<file path="src/verilog/sdram_test_macros.svh">
`ifndef SDRAM_TEST_MACROS_SVH
`define SDRAM_TEST_MACROS_SVH

////////////////////////////////////////
// UART timing.
////////////////////////////////////////

// 133.33 MHz / 115200 baud, rounded.
`define SDRAM_TEST_BAUD_DIV 1157

// Idle gap between passes, in clock cycles.
`define SDRAM_TEST_PAUSE_CYCLES 2222222

////////////////////////////////////////
// SDRAM test pattern geometry.
////////////////////////////////////////

`define SDRAM_TEST_BURST_WORDS 4   // Words per burst.
`define SDRAM_TEST_ADDR_STEP 4     // One burst further.
`define SDRAM_TEST_ADDR_LAST 383996 // Last burst of a 480x800 frame.

`endif

</file>
<file path="src/verilog/sdram_bus_pkg.sv">
`include "sdram_test_macros.svh"

// Types for the request/done burst port of the SDRAM controller.
package sdram_bus_pkg;

    ////////////////////////////////////////
    // Basic data types.
    ////////////////////////////////////////

    typedef logic [15:0] word_t; // One SDRAM word.

    // Bank(2) + row(13) + column(9).
    typedef logic [23:0] addr_t;

    // Four words, word 0 in the low bits.
    typedef word_t [`SDRAM_TEST_BURST_WORDS-1:0] burst_t;

    ////////////////////////////////////////
    // Port structs.
    ////////////////////////////////////////

    // Request side, driven towards the controller.
    typedef struct packed {
        logic   wr_req;  // Write level, held until wr_done.
        logic   rd_req;  // Read level, held until rd_done.
        addr_t  addr;    // Burst start address.
        burst_t wr_data; // Burst to be written.
    } mem_req_t;

    // Response side, from the controller.
    typedef struct packed {
        logic   wr_done; // One-cycle pulse.
        logic   rd_done; // One-cycle pulse, rd_data valid.
        burst_t rd_data; // Burst read back.
    } mem_rsp_t;

endpackage

</file>
<file path="src/verilog/sdram_test_pkg.sv">
`include "sdram_test_macros.svh"

// Sequencer states and UART framing for the SDRAM self-test.
package sdram_test_pkg;

    ////////////////////////////////////////
    // Sequencer states.
    ////////////////////////////////////////

    typedef enum logic [2:0] {
        ST_BURST,      // Kick the burst port.
        ST_WAIT_BURST, // Write then read in flight.
        ST_CHECK,      // Compare one word.
        ST_SEND_HI,    // Queue high byte.
        ST_SEND_LO,    // Queue low byte.
        ST_PAUSE,      // Gap between passes.
        ST_DONE,       // Last address passed.
        ST_HALT        // Mismatch seen.
    } test_state_e;

    // Word index inside one burst.
    localparam int WORD_IDX_W = $clog2(`SDRAM_TEST_BURST_WORDS);

    ////////////////////////////////////////
    // UART frame.
    ////////////////////////////////////////

    localparam int UART_FRAME_BITS = 11; // Start + 8 data + 2 stop.
    localparam int UART_STOP_BITS  = 2;

endpackage

</file>
<file path="src/verilog/sdram_burst_port.sv">
`timescale 1ns/1ps
`include "sdram_test_macros.svh"

// Write-then-read burst engine on the SDRAM request/done port.
// Keeps the current address and the test pattern.
module sdram_burst_port #(
    parameter int unsigned ADDR_LAST = `SDRAM_TEST_ADDR_LAST
) (
    input  logic                    clk_133MHz_210,
    input  logic                    rst_n,
    input  logic                    start,      // Pulse, begins one burst.
    input  logic                    advance,    // Pulse, next address and data.
    output sdram_bus_pkg::mem_req_t mem_req,
    input  sdram_bus_pkg::mem_rsp_t mem_rsp,
    output sdram_bus_pkg::burst_t   pattern,    // Burst being written.
    output sdram_bus_pkg::burst_t   readback,   // Burst last read.
    output logic                    burst_done, // Pulse after rd_done.
    output logic                    at_last     // Address is ADDR_LAST.
);

    import sdram_bus_pkg::*;

    ////////////////////////////////////////
    // Phase machine.
    ////////////////////////////////////////

    typedef enum logic [1:0] {
        PH_IDLE,
        PH_WRITE,
        PH_READ
    } phase_e;

    phase_e phase;
    addr_t  addr_q;
    burst_t data_q;

    always_ff @(posedge clk_133MHz_210 or negedge rst_n) begin
        if (!rst_n) begin
            phase      <= PH_IDLE;
            burst_done <= 1'b0;
        end else begin
            burst_done <= 1'b0; // Default, pulse only.
            case (phase)
                PH_IDLE: begin
                    if (start) begin
                        phase <= PH_WRITE; // Write level up next cycle.
                    end
                end
                PH_WRITE: begin
                    // Drop write, raise read on the same edge.
                    if (mem_rsp.wr_done) begin
                        phase <= PH_READ;
                    end
                end
                PH_READ: begin
                    if (mem_rsp.rd_done) begin
                        phase      <= PH_IDLE;
                        burst_done <= 1'b1;
                    end
                end
                default: phase <= PH_IDLE;
            endcase
        end
    end

    // Readback latched on the read-done pulse.
    always_ff @(posedge clk_133MHz_210) begin
        if (phase == PH_READ && mem_rsp.rd_done) begin
            readback <= mem_rsp.rd_data;
        end
    end

    ////////////////////////////////////////
    // Address and data pattern.
    ////////////////////////////////////////

    always_ff @(posedge clk_133MHz_210 or negedge rst_n) begin
        if (!rst_n) begin
            addr_q <= '0;
            data_q <= '0;
        end else if (advance) begin
            addr_q <= addr_q + addr_t'(`SDRAM_TEST_ADDR_STEP);
            // Every word goes up by one.
            for (int w = 0; w < `SDRAM_TEST_BURST_WORDS; w++) begin
                data_q[w] <= data_q[w] + word_t'(1);
            end
        end
    end

    // Levels follow the phase, so write and read never overlap.
    assign mem_req = '{
        wr_req:  (phase == PH_WRITE),
        rd_req:  (phase == PH_READ),
        addr:    addr_q,
        wr_data: data_q
    };

    assign pattern = data_q;
    assign at_last = (addr_q == addr_t'(ADDR_LAST)); // End of the frame.

endmodule

</file>
<file path="src/verilog/uart_frame_tx.sv">
`timescale 1ns/1ps
`include "sdram_test_macros.svh"

// One-byte UART transmitter, 8 data bits LSB first, two stop bits.
module uart_frame_tx #(
    parameter int unsigned BAUD_DIV = `SDRAM_TEST_BAUD_DIV
) (
    input  logic       clk_133MHz_210,
    input  logic       rst_n,
    input  logic       send,     // Pulse, only while not busy.
    input  logic [7:0] tx_byte,
    output logic       busy,
    output logic       uart_txd  // Idles high.
);

    import sdram_test_pkg::*;

    localparam int CNT_W = (BAUD_DIV > 1) ? $clog2(BAUD_DIV) : 1;
    localparam int IDX_W = $clog2(UART_FRAME_BITS);

    logic [UART_FRAME_BITS-1:0] frame_q;  // Bit 0 is on the line.
    logic [CNT_W-1:0]           baud_cnt;
    logic [IDX_W-1:0]           bit_idx;
    logic                       baud_tick;

    assign baud_tick = (baud_cnt == CNT_W'(BAUD_DIV - 1)); // Bit period over.

    ////////////////////////////////////////
    // Frame shifter.
    ////////////////////////////////////////

    always_ff @(posedge clk_133MHz_210 or negedge rst_n) begin
        if (!rst_n) begin
            frame_q  <= '1; // Line high.
            busy     <= 1'b0;
            baud_cnt <= '0;
            bit_idx  <= '0;
        end else if (!busy) begin
            if (send) begin
                // Stop bits, data, start bit.
                frame_q  <= {{UART_STOP_BITS{1'b1}}, tx_byte, 1'b0};
                busy     <= 1'b1;
                baud_cnt <= '0;
                bit_idx  <= '0;
            end
        end else if (baud_tick) begin
            baud_cnt <= '0;
            frame_q  <= {1'b1, frame_q[UART_FRAME_BITS-1:1]}; // Refill with idle.
            if (bit_idx == IDX_W'(UART_FRAME_BITS - 1)) begin
                busy <= 1'b0; // Last stop bit done.
            end else begin
                bit_idx <= bit_idx + 1'b1;
            end
        end else begin
            baud_cnt <= baud_cnt + 1'b1;
        end
    end

    assign uart_txd = frame_q[0];

endmodule

</file>
<file path="src/verilog/sdram_test_seq.sv">
`timescale 1ns/1ps
`include "sdram_test_macros.svh"

// Self-test sequencer. Checks each word of the readback, reports
// matching words over UART and stops on the first mismatch.
module sdram_test_seq #(
    parameter int unsigned PAUSE_CYCLES = `SDRAM_TEST_PAUSE_CYCLES
) (
    input  logic                  clk_133MHz_210,
    input  logic                  rst_n,
    input  logic                  burst_done, // Pulse from the burst port.
    input  sdram_bus_pkg::burst_t pattern,    // Expected words.
    input  sdram_bus_pkg::burst_t readback,   // Words read back.
    input  logic                  at_last,
    input  logic                  tx_busy,
    output logic                  start,      // Pulse, one burst.
    output logic                  advance,    // Pulse, next pass.
    output logic                  send,       // Pulse to the UART.
    output logic [7:0]            tx_byte,
    output logic                  error_led,
    output logic                  run_done
);

    import sdram_bus_pkg::*;
    import sdram_test_pkg::*;

    test_state_e           state;
    logic [WORD_IDX_W-1:0] word_idx;  // Word under test.
    logic [31:0]           pause_cnt;
    word_t                 cur_word;
    logic                  word_ok;
    logic                  last_word;
    logic                  pause_end;

    ////////////////////////////////////////
    // Word selection and compare.
    ////////////////////////////////////////

    assign cur_word  = readback[word_idx];
    assign word_ok   = (cur_word == pattern[word_idx]);
    assign last_word = (word_idx == WORD_IDX_W'(`SDRAM_TEST_BURST_WORDS - 1));
    assign pause_end = (pause_cnt == 32'(PAUSE_CYCLES));

    ////////////////////////////////////////
    // State machine.
    ////////////////////////////////////////

    always_ff @(posedge clk_133MHz_210 or negedge rst_n) begin
        if (!rst_n) begin
            state     <= ST_BURST;
            word_idx  <= '0;
            pause_cnt <= '0;
        end else begin
            case (state)
                ST_BURST: begin
                    word_idx <= '0; // Start pulses here.
                    state    <= ST_WAIT_BURST;
                end
                ST_WAIT_BURST: begin
                    if (burst_done) begin
                        state <= ST_CHECK;
                    end
                end
                ST_CHECK: begin
                    // First mismatch stops the run.
                    state <= word_ok ? ST_SEND_HI : ST_HALT;
                end
                ST_SEND_HI: begin
                    if (!tx_busy) begin
                        state <= ST_SEND_LO; // Busy is up by then.
                    end
                end
                ST_SEND_LO: begin
                    if (!tx_busy) begin
                        if (last_word) begin
                            pause_cnt <= '0;
                            state     <= ST_PAUSE;
                        end else begin
                            word_idx <= word_idx + 1'b1;
                            state    <= ST_CHECK;
                        end
                    end
                end
                ST_PAUSE: begin
                    if (pause_end) begin
                        // Advance pulses on the way back.
                        state <= at_last ? ST_DONE : ST_BURST;
                    end else begin
                        pause_cnt <= pause_cnt + 1'b1;
                    end
                end
                ST_DONE, ST_HALT: begin
                    state <= state; // Held until reset.
                end
                default: state <= ST_HALT;
            endcase
        end
    end

    ////////////////////////////////////////
    // Outputs, decoded from the state.
    ////////////////////////////////////////

    assign start   = (state == ST_BURST);
    assign advance = (state == ST_PAUSE) && pause_end && !at_last;
    assign send    = ((state == ST_SEND_HI) || (state == ST_SEND_LO)) && !tx_busy;

    // High byte first.
    assign tx_byte = (state == ST_SEND_HI) ? cur_word[15:8] : cur_word[7:0];

    assign error_led = (state == ST_HALT);
    assign run_done  = (state == ST_DONE);

endmodule

</file>
<file path="src/verilog/sdram_selftest_top.sv">
`timescale 1ns/1ps
`include "sdram_test_macros.svh"

// SDRAM self-test top level.
// Burst port towards the controller, sequencer, UART report line.
module sdram_selftest_top #(
    parameter int unsigned BAUD_DIV     = `SDRAM_TEST_BAUD_DIV,
    parameter int unsigned PAUSE_CYCLES = `SDRAM_TEST_PAUSE_CYCLES,
    parameter int unsigned ADDR_LAST    = `SDRAM_TEST_ADDR_LAST
) (
    input  logic                    clk_133MHz_210,
    input  logic                    rst_n,
    output sdram_bus_pkg::mem_req_t mem_req,   // To the SDRAM controller.
    input  sdram_bus_pkg::mem_rsp_t mem_rsp,   // From the SDRAM controller.
    output logic                    uart_txd,
    output logic                    error_led, // Mismatch found.
    output logic                    run_done   // Last address passed.
);

    import sdram_bus_pkg::*;

    ////////////////////////////////////////
    // Internal wiring.
    ////////////////////////////////////////

    logic       start;
    logic       advance;
    burst_t     pattern;
    burst_t     readback;
    logic       burst_done;
    logic       at_last;
    logic       send;
    logic [7:0] tx_byte;
    logic       tx_busy;

    sdram_burst_port #(
        .ADDR_LAST (ADDR_LAST)
    ) u_burst_port (
        .clk_133MHz_210 (clk_133MHz_210),
        .rst_n          (rst_n),
        .start          (start),
        .advance        (advance),
        .mem_req        (mem_req),
        .mem_rsp        (mem_rsp),
        .pattern        (pattern),
        .readback       (readback),
        .burst_done     (burst_done),
        .at_last        (at_last)
    );

    sdram_test_seq #(
        .PAUSE_CYCLES (PAUSE_CYCLES)
    ) u_seq (
        .clk_133MHz_210 (clk_133MHz_210),
        .rst_n          (rst_n),
        .burst_done     (burst_done),
        .pattern        (pattern),
        .readback       (readback),
        .at_last        (at_last),
        .tx_busy        (tx_busy),
        .start          (start),
        .advance        (advance),
        .send           (send),
        .tx_byte        (tx_byte),
        .error_led      (error_led),
        .run_done       (run_done)
    );

    uart_frame_tx #(
        .BAUD_DIV (BAUD_DIV)
    ) u_uart_tx (
        .clk_133MHz_210 (clk_133MHz_210),
        .rst_n          (rst_n),
        .send           (send),
        .tx_byte        (tx_byte),
        .busy           (tx_busy),
        .uart_txd       (uart_txd)
    );

endmodule

</file>
<file path="config.mk">
export PLATFORM = sky130hd
export DESIGN_NAME = sdram_selftest_top
export DESIGN_NICKNAME = d
export VERILOG_FILES = /design/src/verilog/sdram_bus_pkg.sv /design/src/verilog/sdram_test_pkg.sv /design/src/verilog/sdram_burst_port.sv /design/src/verilog/uart_frame_tx.sv /design/src/verilog/sdram_test_seq.sv /design/src/verilog/sdram_selftest_top.sv
export VERILOG_INCLUDE_DIRS = /design/src /design/src/verilog
export SDC_FILE = /design/constraint.sdc
export NUM_CORES = 1
export LEC_CHECK = 0
export ABC_AREA = 1
export BUFFER_PORTS_ARGS = -buffer_cell sky130_fd_sc_hd__buf_2
export CAP_MARGIN = 10
export CORE_ASPECT_RATIO = 0.6
export CORE_MARGIN = 2
export CORE_UTILIZATION = 40
export DETAILED_ROUTE_END_ITERATION = 6
export PLACE_DENSITY_LB_ADDON = 0.2
export SETUP_SLACK_MARGIN = 0.5
export SYNTH_ARGS = -nofsm -noshare
export SYNTH_HDL_FRONTEND = slang
export SYNTH_SLANG_ARGS = --single-unit
</file>
<file path="constraint.sdc">
create_clock -name clk_133MHz_210 -period 11 [get_ports clk_133MHz_210]
set_input_delay 0 -clock clk_133MHz_210 [delete_from_list [all_inputs] [get_ports clk_133MHz_210]]
set_output_delay 0 -clock clk_133MHz_210 [all_outputs]
set_load 0.005 [all_outputs]
</file>
==> results of run 1 <==
==> cell usage in the layout, fill, tap and decap left out, types with 2 or more instances in the layout <==
cell type      Yosys  layout
a221oi_1           5       5
o21ai_0           80      80
nand2_1          527     527
o22ai_1           23      23
dlygate4sd3_1      0      67
buf_4              7       8
nor3_2             2       3
a211oi_1           2       2
clkbuf_1          20       5
clkbuf_8           0       5
dfstp_2            9       9
inv_2              6       7
buf_2             12     157
clkbuf_16          0      23
dfrtp_1          142     141
nor4_1            14      14
a31oi_1            2       2
conb_1             1       2
or2_2              2       2
nor2_1           118     118
clkinv_2           0       4
xor2_1            78      78
inv_1            143     142
edfxtp_1          64      64
clkinvlp_4         0       3
nor2_2             2       2
nand3_1          149     149
nor3_1            51      50
xnor2_1           20      20
o21ai_1           17      17
nand4_1           30      30
o32ai_1            2       2
a21oi_1           16      16
ha_1              12      12
==> cells by family (layout without fill, tap and decap cells) <==
family / count (synthesis) / in the layout
compound gates: 151 / 151
simple gates: 904 / 904
flops: 215 / 215
other cells: 1 / 2
buf+inv: 200 / 424
fa+ha+maj: 12 / 12
xor+xnor: 98 / 98
==> routing by layer <==
layer,track usage,up-vias,share of wire
met4,0.0465,0,0.017
met5,0,-,0
met3,0.0498,51,0.087
li1,-,5602,-
met1,0.393,5431,0.50
met2,0.316,462,0.39
==> cell usage after synthesis (5+ instances only) <==
cell type  instances  area share
nand2_1          527        0.16
nand3_1          149       0.061
inv_1            143       0.044
dfrtp_1          142        0.29
nor2_1           118       0.036
o21ai_0           80       0.033
xor2_1            78       0.056
edfxtp_1          64        0.16
nor3_1            51       0.021
nand4_1           30       0.015
o22ai_1           23       0.012
clkbuf_1          20      0.0061
xnor2_1           20       0.014
o21ai_1           17      0.0070
a21oi_1           16      0.0065
nor4_1            14      0.0072
buf_2             12      0.0049
ha_1              12       0.012
dfstp_2            9       0.019
buf_4              7      0.0043
buf_6              6      0.0055
inv_2              6      0.0018
a221oi_1           5      0.0036
buf_1              5      0.0015
==> flip-flops by register name, indices dropped and copies added, names as in the netlist <==
signal / count
u_seq.state: 3
u_uart_tx.baud_cnt: 11
u_uart_tx.busy: 1
u_burst_port.burst_done: 1
u_seq.word_idx: 2
u_burst_port.readback: 64
u_uart_tx.frame_q: 9
u_burst_port.addr_q: 22
u_burst_port.phase: 2
u_burst_port.mem_req: 64
u_uart_tx.bit_idx: 4
u_seq.pause_cnt: 32
==> power breakdown <==
part	internal [uW]	total, uW	switching (uW)	leakage [uW]
Clock	444	781	337	0.000360
Combinational	114	312	198	0.00344
Sequential	918	970	51.4	0.00263
==> cell type report <==
type                       instances  area [um^2]
fill                            2957        15300
clock inverter                     9         81.3
sequential                       215         5710
clock buffer                      33          663
multi-input combinational       1167         5700
tap                              408          510
inverter                         149          559
timing repair buffer             233         1530
==> worst max path at each step <==
stage               cells past startpoint                       to                  start  slack (ps)
finish                                 15           u_seq.state[2]      u_seq.word_idx[1]        8160
global route                           15           u_seq.state[2]      u_seq.word_idx[1]        7900
CTS                                    15           u_seq.state[2]      u_seq.word_idx[1]        8220
detailed placement                     15           u_seq.state[2]      u_seq.word_idx[1]        8250
global placement                       15           u_seq.state[2]      u_seq.word_idx[1]        8300
floorplan                               1  u_burst_port.burst_done  u_burst_port.phase[0]        5590
==> what timing repair did <==
item                      CTS  global route
setup buffers               0             0
hold buffers               67             0
hold endpoints to repair  148             0
==> worst reg2reg max path: stages, from the launching register on <==
cell and delay [ps]:
dfrtp_1 320, buf_4 450, inv_1 500, buf_4 380, nand3_1 140, nand2_1 70, nand2_1 60, nand2_1 50
nor2_1 220, nand2_1 80, nor2_1 110, nand2_1 120, nand2_1 90, nand2_1 50, nand2_1 50, nand2_1 40
==> stage by stage <==
step,hold slack [ps],setup WS (ps),instances,power [uW],utilization
6_report,83.9,8160,2214,2060,0.491
5_1_grt,154,7900,2214,2170,0.491
4_1_cts,104,8220,2214,2080,0.491
3_5_place_dp,95.8,8250,2105,1270,0.444
3_3_place_gp,103,8300,2105,1270,0.444
2_1_floorplan,-296,5590,1582,1190,-
==> results_dict.tcl, run 1 <==
set metrics [dict create \
    r2r_start "u_seq.word_idx[1]" \
    r2r_slack_ps 8160 \
    die_y_um 139 \
    end_kind "flop" \
    synthFlopType "dfrtp_1" \
    ff2ff_path_depth 15 \
    slowest_stage "inv_1" \
    max_cap_violations 0 \
    status "complete, no violations" \
    grt_max_degree 114 \
    hold_viol 0 \
    ctsResizeCount 0 \
    skew_ps 18.4 \
    finalCriticalPeriod_ps 2840 \
    vias 11500 \
    drcViolationCount 0 \
    p_per_area_mw_per_mm2 140 \
    finalSetupViolations 0 \
    fin_tns_setup_ps 0 \
    cts_tree "yes" \
    synth_top_family_by_area "simple AND/OR/NAND/NOR gates" \
    synth_warnings 0 \
    overflow 0 \
    ir_drop_mv 0.0961 \
    required_ps 11410 \
    synth_cells 1581 \
    rsz0062_at_grt "false" \
    fin_nets 1869 \
    totalWireLength_mm 38.3 \
    cpPeakStageDelay_ps 480 \
    postRouteAntennaNets 0 \
    synth_edf_count 64 \
    place_area_mm2 0.0133 \
    rows 49 \
    wl_per_cell_um 17.3 \
    synthAdderAreaFrac 0.0123 \
    place.gp.congestion 0.956 \
    syn2layout_area_growth_pct 20.5 \
    die_area_mm2 0.0321 \
    slew_headroom 0.273 \
    final_area_mm2 0.0148 \
    drive_gt1_frac 0.129 \
    timing.rr.end "u_seq.state[2]" \
    port_buffers 158 \
    path_buf_inv 3 \
    period_share 0.258 \
    worstHoldPathType "primary input to asynchronous set/reset pin" \
    path_clk_slew_ps 70 \
    cp_top_family "buffers and inverters" \
    drv_slew 0 \
    max_freq_mhz 352 \
    numClockSinks 215 \
    drtIter0Drc 1223 \
    seq_area_frac_synth 0.467 \
    synth-simple-area-share 0.314 \
    muxShareOfSynthArea 0 \
    io_pins 161 \
    core_mm2 0.0300 \
    start_util 0.407 \
    numCtsBuffers 23 \
    grtUsageTotal 0.239 \
    viasPerCell 5.21 \
    cp.arrival_ps 3260 \
    antenna_cells 0 \
    synthArstFlopShare 0.702 \
    antenna_found_initial 0 \
    worst_pin_slew_ps 1090 \
    clockBufferDepth 3 \
    synth-compound-area-share 0.0679 \
    clk_latency_ps 530 \
    cp_max_fo 50 \
    crit_top_cell "nand2_1" \
    synth_seq_cells 215 \
    synth_cell_type_count 45 \
    synth_area_per_cell_um2 7.74 \
    grt_pass1_vias 10700 \
    cp-start-kind "flop" \
    crit_chain "buf_4 -> inv_1 -> buf_4 -> nand3_1 -> nand2_1 -> nand2_1 -> nand2_1 -> nor2_1 -> nand2_1 -> nor2_1 -> nand2_1 -> nand2_1 -> nand2_1 -> nand2_1 -> nand2_1" \
    critPathKind "flop to flop" \
    dp_hpwl_mm 27.9 \
    grt_pass1_wl_mm 60.8 \
    synth_area_mm2 0.0122 \
    leakage_uw 0.00643 \
    die_w_um 230 \
    cts_root_buf "clkbuf_16" \
    htreeDepth 1 \
    yosys.area_share.xor_xnor 0.0701 \
    first_pass_iters 5 \
]
No activity file was read; power rests on OpenSTA's default activity.
==> run 2, diff against run 1 <==
- clock period: 11 -> 2.9 ns (I/O delays scaled with it)
==> run 2 against run 1 <==
Compared with the run above:
- combinational power increased to 4.0 times the previous value
- critical endpoint is now u_burst_port.mem_req[21]
- register-to-register slack got worse by 7500 ps
- count of clock-buffer cells in the layout increased by 4
- largest cell class is now multi-input gates
==> results_dict.tcl, run 2 (synthesis results as in run 1) <==
set metrics [dict create \
    status "complete, no violations" \
    antenna_found_initial 0 \
    cts_tree "yes" \
    port_buffers 158 \
    worstHoldPathType "primary input to asynchronous set/reset pin" \
    max_cap_violations 0 \
    drtIter0Drc 947 \
    required_ps 3330 \
    overflow 0 \
    dp.cells 2117 \
    rows 49 \
    dp_hpwl_mm 27.4 \
    cp_max_fo 81 \
    period_share 0.785 \
    slew_headroom 0.441 \
    die_area_mm2 0.0321 \
    cts_root_buf "clkbuf_16" \
    leakage_uw 0.00651 \
    die_y_um 139 \
    drv_slew 0 \
    end_kind "flop" \
    rsz0062_at_grt "true" \
    place.gp.congestion 0.956 \
    grt_pass1_wl_mm 59.7 \
    clk_latency_ps 540 \
    grt_max_degree 86 \
    die_w_um 230 \
    grtUsageTotal 0.236 \
    ff2ff_path_depth 11 \
    finalCoreUtilization 0.498 \
    ir_drop_mv 0.409 \
    htreeDepth 1 \
    viasPerCell 5.14 \
    worst_pin_slew_ps 838 \
    cpPeakStageDelay_ps 440 \
    cp.arrival_ps 2710 \
    path_clk_slew_ps 60 \
    drcViolationCount 0 \
    crit_chain "ha_1 -> inv_1 -> nor4_4 -> buf_4 -> nand3_4 -> nand4_4 -> inv_2 -> buf_12 -> nand2_1 -> nand2_1 -> nand2_1" \
    layout_commonest_cell "nand2_1" \
    numClockSinks 215 \
    first_pass_iters 7 \
    finalCriticalPeriod_ps 2280 \
    drive_gt1_frac 0.134 \
    hold_viol 0 \
    core_mm2 0.0300 \
    io_pins 161 \
    crit_top_cell "nand2_1" \
    wl_per_cell_um 17.0 \
    max_freq_mhz 439 \
    layout_setup_ws_ps 623 \
    numCtsBuffers 23 \
    cp-start-kind "flop" \
    vias 11400 \
    fin_total_pwr_uw 7830 \
    p_per_area_mw_per_mm2 524 \
    final_cell_count_no_fill 2228 \
    start_util 0.407 \
    fin_nets 1884 \
    finalSetupViolations 0 \
    totalWireLength_mm 37.9 \
    critPathKind "flop to flop" \
    slowest_stage "dfrtp_1" \
    layout_common_cells "nand2_1, buf_2, nand3_1" \
    skew_ps 23.8 \
    postRouteAntennaNets 0 \
    dp_slack_ps 339 \
    grt_pass1_vias 10400 \
    clockBufferDepth 3 \
    fin_tns_setup_ps 0 \
    syn2layout_area_growth_pct 22.1 \
    antenna_cells 0 \
]
==> run 2: where the power goes <==
group	total [uW]	internal, uW	switching, uW
logic	1240	486	754
registers	3670	3480	193
clock network	2920	1680	1240
==> run 2: per-stage QoR <==
| stage | hold WS (ps) | instance area, um^2 |
|---|---|---|
| after floorplan | -296 | 12300 |
| after global placement | 149 | 13500 |
| after detailed placement | 135 | 13500 |
| after CTS | 157 | 14900 |
| after global routing | 166 | 14900 |
| final | 102 | 14900 |
==> run 2: final cells by class <==
type | instances | area (um^2)
clock inverters | 4 | 73.8
flip-flops and latches | 215 | 5710
inverters | 149 | 559
clock buffers | 37 | 638
repair buffers | 248 | 1710
fillers | 2939 | 15100
multi-input cells | 1167 | 5740
well taps | 408 | 510
==> run 2: layer usage <==
metal,vias to the layer above,global-route usage,wire length (um)
met4,0,0.0472,697
met3,49,0.0482,3310
met5,-,0,0
met1,5327,0.388,19300
li1,5625,-,-
met2,448,0.312,14600
==> run 2: critical path, delay by kind of cell (launching register included) <==
kind	cells	cell delay, ps
simple gates	6	610
buf+inv	4	790
flops	1	440
fa+ha+maj	1	300
==> run 2: path summary, 6_finish.rpt <==
| path | from | endpoint | slack [ps] |
|---|---|---|---|
| min | rst_n | u_seq.pause_cnt[19] | 100 |
| max | u_burst_port.addr_q[2] | u_burst_port.mem_req[21] | 620 |
| max in group asynchronous | rst_n | u_burst_port.mem_req[29] | 1900 |
| min in group clk_133MHz_210 | mem_rsp[61] | u_burst_port.readback[61] | 170 |
| min reg2reg | u_burst_port.phase[1] | u_burst_port.phase[0] | 460 |
| max reg2reg | u_burst_port.addr_q[2] | u_burst_port.mem_req[21] | 620 |
==> run 2: what timing repair did <==
item | CTS | global route
endpoints found under the hold margin | 147 | 0
hold buffers | 67 | 0
resized for setup | 3 | 5
pin swaps | 0 | 1
endpoints found under the setup margin | 82 | 85
buffers inserted | 0 | 3
==> run 3, diff against run 2 <==
- ABC_AREA: 1 -> 0
- clock period: 2.9 -> 2.1 ns (I/O delays scaled with it)
==> run 3 against run 2 <==
Compared with the run above:
- global-route usage is 1.1 points higher
- fmax decreased by 3.5%
- clock power is 46% higher
- sequential share of layout area down 2.9 points
- the run now ends with setup timing left
- worst setup slack lost 880 ps
- synthesized cell count down 45%
- first-iteration DRC count is 9.2% lower
- register-to-register slack worse by 880 ps
- clock skew shrank 16 ps
- synthesized area decreased by 16%
- via count fell by 22%
==> results_dict.tcl, run 3 <==
set metrics [dict create \
    status "finished with violations" \
    violations "setup timing" \
    leakage_uw 0.00778 \
    critPathKind "flop to flop" \
    p_per_area_mw_per_mm2 695 \
    drv_slew 0 \
    first_pass_iters 5 \
    finalCriticalPeriod_ps 2360 \
    layout_common_cells "buf_4, buf_2, dfrtp_1" \
    grt_pass1_vias 8585 \
    synth-compound-area-share 0.0488 \
    viasPerCell 5.34 \
    synth_warnings 0 \
    path_clk_slew_ps 70 \
    drcViolationCount 0 \
    num-fill-cells 1899 \
    core_mm2 0.0253 \
    synth-simple-area-share 0.180 \
    slew_headroom 0.563 \
    grt_pass1_wl_mm 50.5 \
    io_pins 161 \
    rows 45 \
    power_frac_clock 0.378 \
    hold_viol 0 \
    period_share 1.12 \
    ir_drop_mv 0.492 \
    grtUsageTotal 0.247 \
    antenna_cells 0 \
    layout_setup_ws_ps -260 \
    end_kind "flop" \
    totalWireLength_mm 34.4 \
    synth_cell_type_count 50 \
    synth_edf_count 64 \
    required_ps 2520 \
    worstHoldPathType "primary input to asynchronous set/reset pin" \
    fin_nets 1402 \
    rsz0062_at_grt "true" \
    dp_slack_ps -437 \
    syn2layout_area_growth_pct 57.2 \
    antenna_found_initial 1 \
    seq_area_frac_synth 0.554 \
    cp_max_fo 7 \
    overflow 0 \
    synth_area_mm2 0.0103 \
    clockBufferDepth 3 \
    intPower_uw 8190 \
    layout_commonest_cell "buf_4" \
    switching_power_uw 3070 \
    die_y_um 128 \
    synth_top_cell_area_share 0.345 \
    yosys.area_share.xor_xnor 0.0994 \
    synthFlopType "dfrtp_1" \
    yosys.area.top_type "dfrtp_1" \
    muxShareOfSynthArea 0.0777 \
    seqPwrFrac 0.438 \
    htreeDepth 1 \
    yosysMostFrequentCell "dfrtp_1" \
    die_w_um 211 \
    synth_area_per_cell_um2 11.8 \
    power.share.switching 0.272 \
    cts_tree "yes" \
    synth_cells 872 \
    finalSetupViolations 95 \
    cts_root_buf "clkbuf_16" \
    port_buffers 158 \
    start_util 0.408 \
    postRouteAntennaNets 0 \
    wl_per_cell_um 20.6 \
    synth_seq_cells 215 \
    drive_gt1_frac 0.491 \
    clk_latency_ps 530 \
    max_cap_violations 0 \
    cp.arrival_ps 2780 \
    place.gp.congestion 0.854 \
    numClockSinks 215 \
    final_cell_count_no_fill 1666 \
    synth_area_leaders "dfrtp_1, edfxtp_1, mux4_2" \
    worst_pin_slew_ps 655 \
    die_area_mm2 0.0271 \
    synthArstFlopShare 0.702 \
    p_comb_frac 0.184 \
    dp.cells 1487 \
    vias 8900 \
    cp-start-kind "flop" \
    synthAdderAreaFrac 0.0146 \
    synth_top_family_by_area "simple AND/OR/NAND/NOR gates" \
    dp_hpwl_mm 22.8 \
    synthTopCellsByCount "dfrtp_1, nand2_1, xnor2_1, edfxtp_1, xor2_1" \
    numCtsBuffers 22 \
    max_freq_mhz 424 \
    grt_max_degree 64 \
    skew_ps 7.54 \
    drtIter0Drc 860 \
]
-- run 3: cell count changes after synthesis, moves of 17 or more --
cell / delta
o22ai_1: -23
and3_1: +35
mux4_2: +32
nand3_1: -106
nand2_1: -447
nor3_1: -34
xor2_1: -26
inv_1: -120
xnor2_1: +45
o21ai_0: -35
nor2_1: -71
o21ai_1: -17
-- run 3: worst max-delay path, cell delays in order (launching register included) --
cell and delay (ps):
dfrtp_1 380, or4bb_4 550, nor4_4 380, a2111o_2 290
buf_12 170, nor3_4 50, buf_4 140, and3_4 140
xnor2_2 120
-- run 3: cell families (layout without fill, tap and decap cells) --
group / after synthesis / count (layout)
buffers and inverters: 57 / 521
multiplexers: 40 / 40
XOR/XNOR: 117 / 117
other: 1 / 2
adder cells (fa/ha/maj): 12 / 12
flip-flops: 215 / 215
AO/OA/AOI/OAI: 89 / 89
AND/OR/NAND/NOR: 341 / 341
-- run 3: power by group through the flow --
stage	clock, uW	combinational (uW)	sequential [uW]
2_1_floorplan	0	880	4940
3_3_place_gp	0	1440	4970
3_5_place_dp	0	1460	4970
4_1_cts	4290	1870	4910
5_1_grt	4510	2260	4960
6_report	4260	2070	4930
-- run 3: layout make-up --
cell class / instances / area [um^2] / share of cell area
flip-flops and latches: 215 / 5720 / 0.353
inverters: 23 / 92.6 / 0.00571
multi-input cells: 601 / 5480 / 0.338
repair buffers: 459 / 3740 / 0.231
clock buffers: 26 / 586 / 0.0361
well taps: 329 / 412 / 0.0254
clock inverters: 13 / 183 / 0.0113
-- run 3: timing repair --
| action | in CTS | in global routing |
|---|---|---|
| setup endpoints to repair | 142 | 189 |
| cloned | 7 | 1 |
| endpoints found under the hold margin | 192 | 0 |
| hold buffers | 68 | 0 |
| resized for setup | 119 | 156 |
| pin swaps | 99 | 98 |
| setup buffers | 38 | 26 |
-- run 3: per-stage QoR --
stage	cell area, um^2	hold slack [ps]	total power (uW)	util	setup TNS (ps)
after global placement	12900	44.6	6410	0.511	-13670
final	16200	36.2	11300	0.641	-15140
after detailed placement	12900	41.5	6440	0.511	-20640
after global routing	16200	101	11700	0.641	-23190
after floorplan	10700	-296	5820	-	-761
after CTS	15300	58.3	11100	0.605	-10870
-- run 3: final timing paths --
kind | from | end | slack, ps | depth (start not counted)
min reg2reg | u_burst_port.phase[1] | u_burst_port.phase[0] | 450 | 1
min in group clk_133MHz_210 | mem_rsp[0] | u_burst_port.readback[0] | 180 | 2
max reg2reg | u_burst_port.addr_q[10] | u_burst_port.mem_req[41] | -260 | 8
max in group asynchronous | rst_n | u_uart_tx.frame_q[4] | 1320 | 3
min | rst_n | u_burst_port.mem_req[33] | 40 | 2
max | u_burst_port.addr_q[10] | u_burst_port.mem_req[41] | -260 | 8
-- run 3: metal layers --
metal	vias up	part of all wire	global-route usage
li1	4094	-	-
met1	4458	0.47	0.383
met2	310	0.43	0.353
met3	36	0.077	0.0618
met4	2	0.015	0.0385
met5	-	0.0014	0.0138
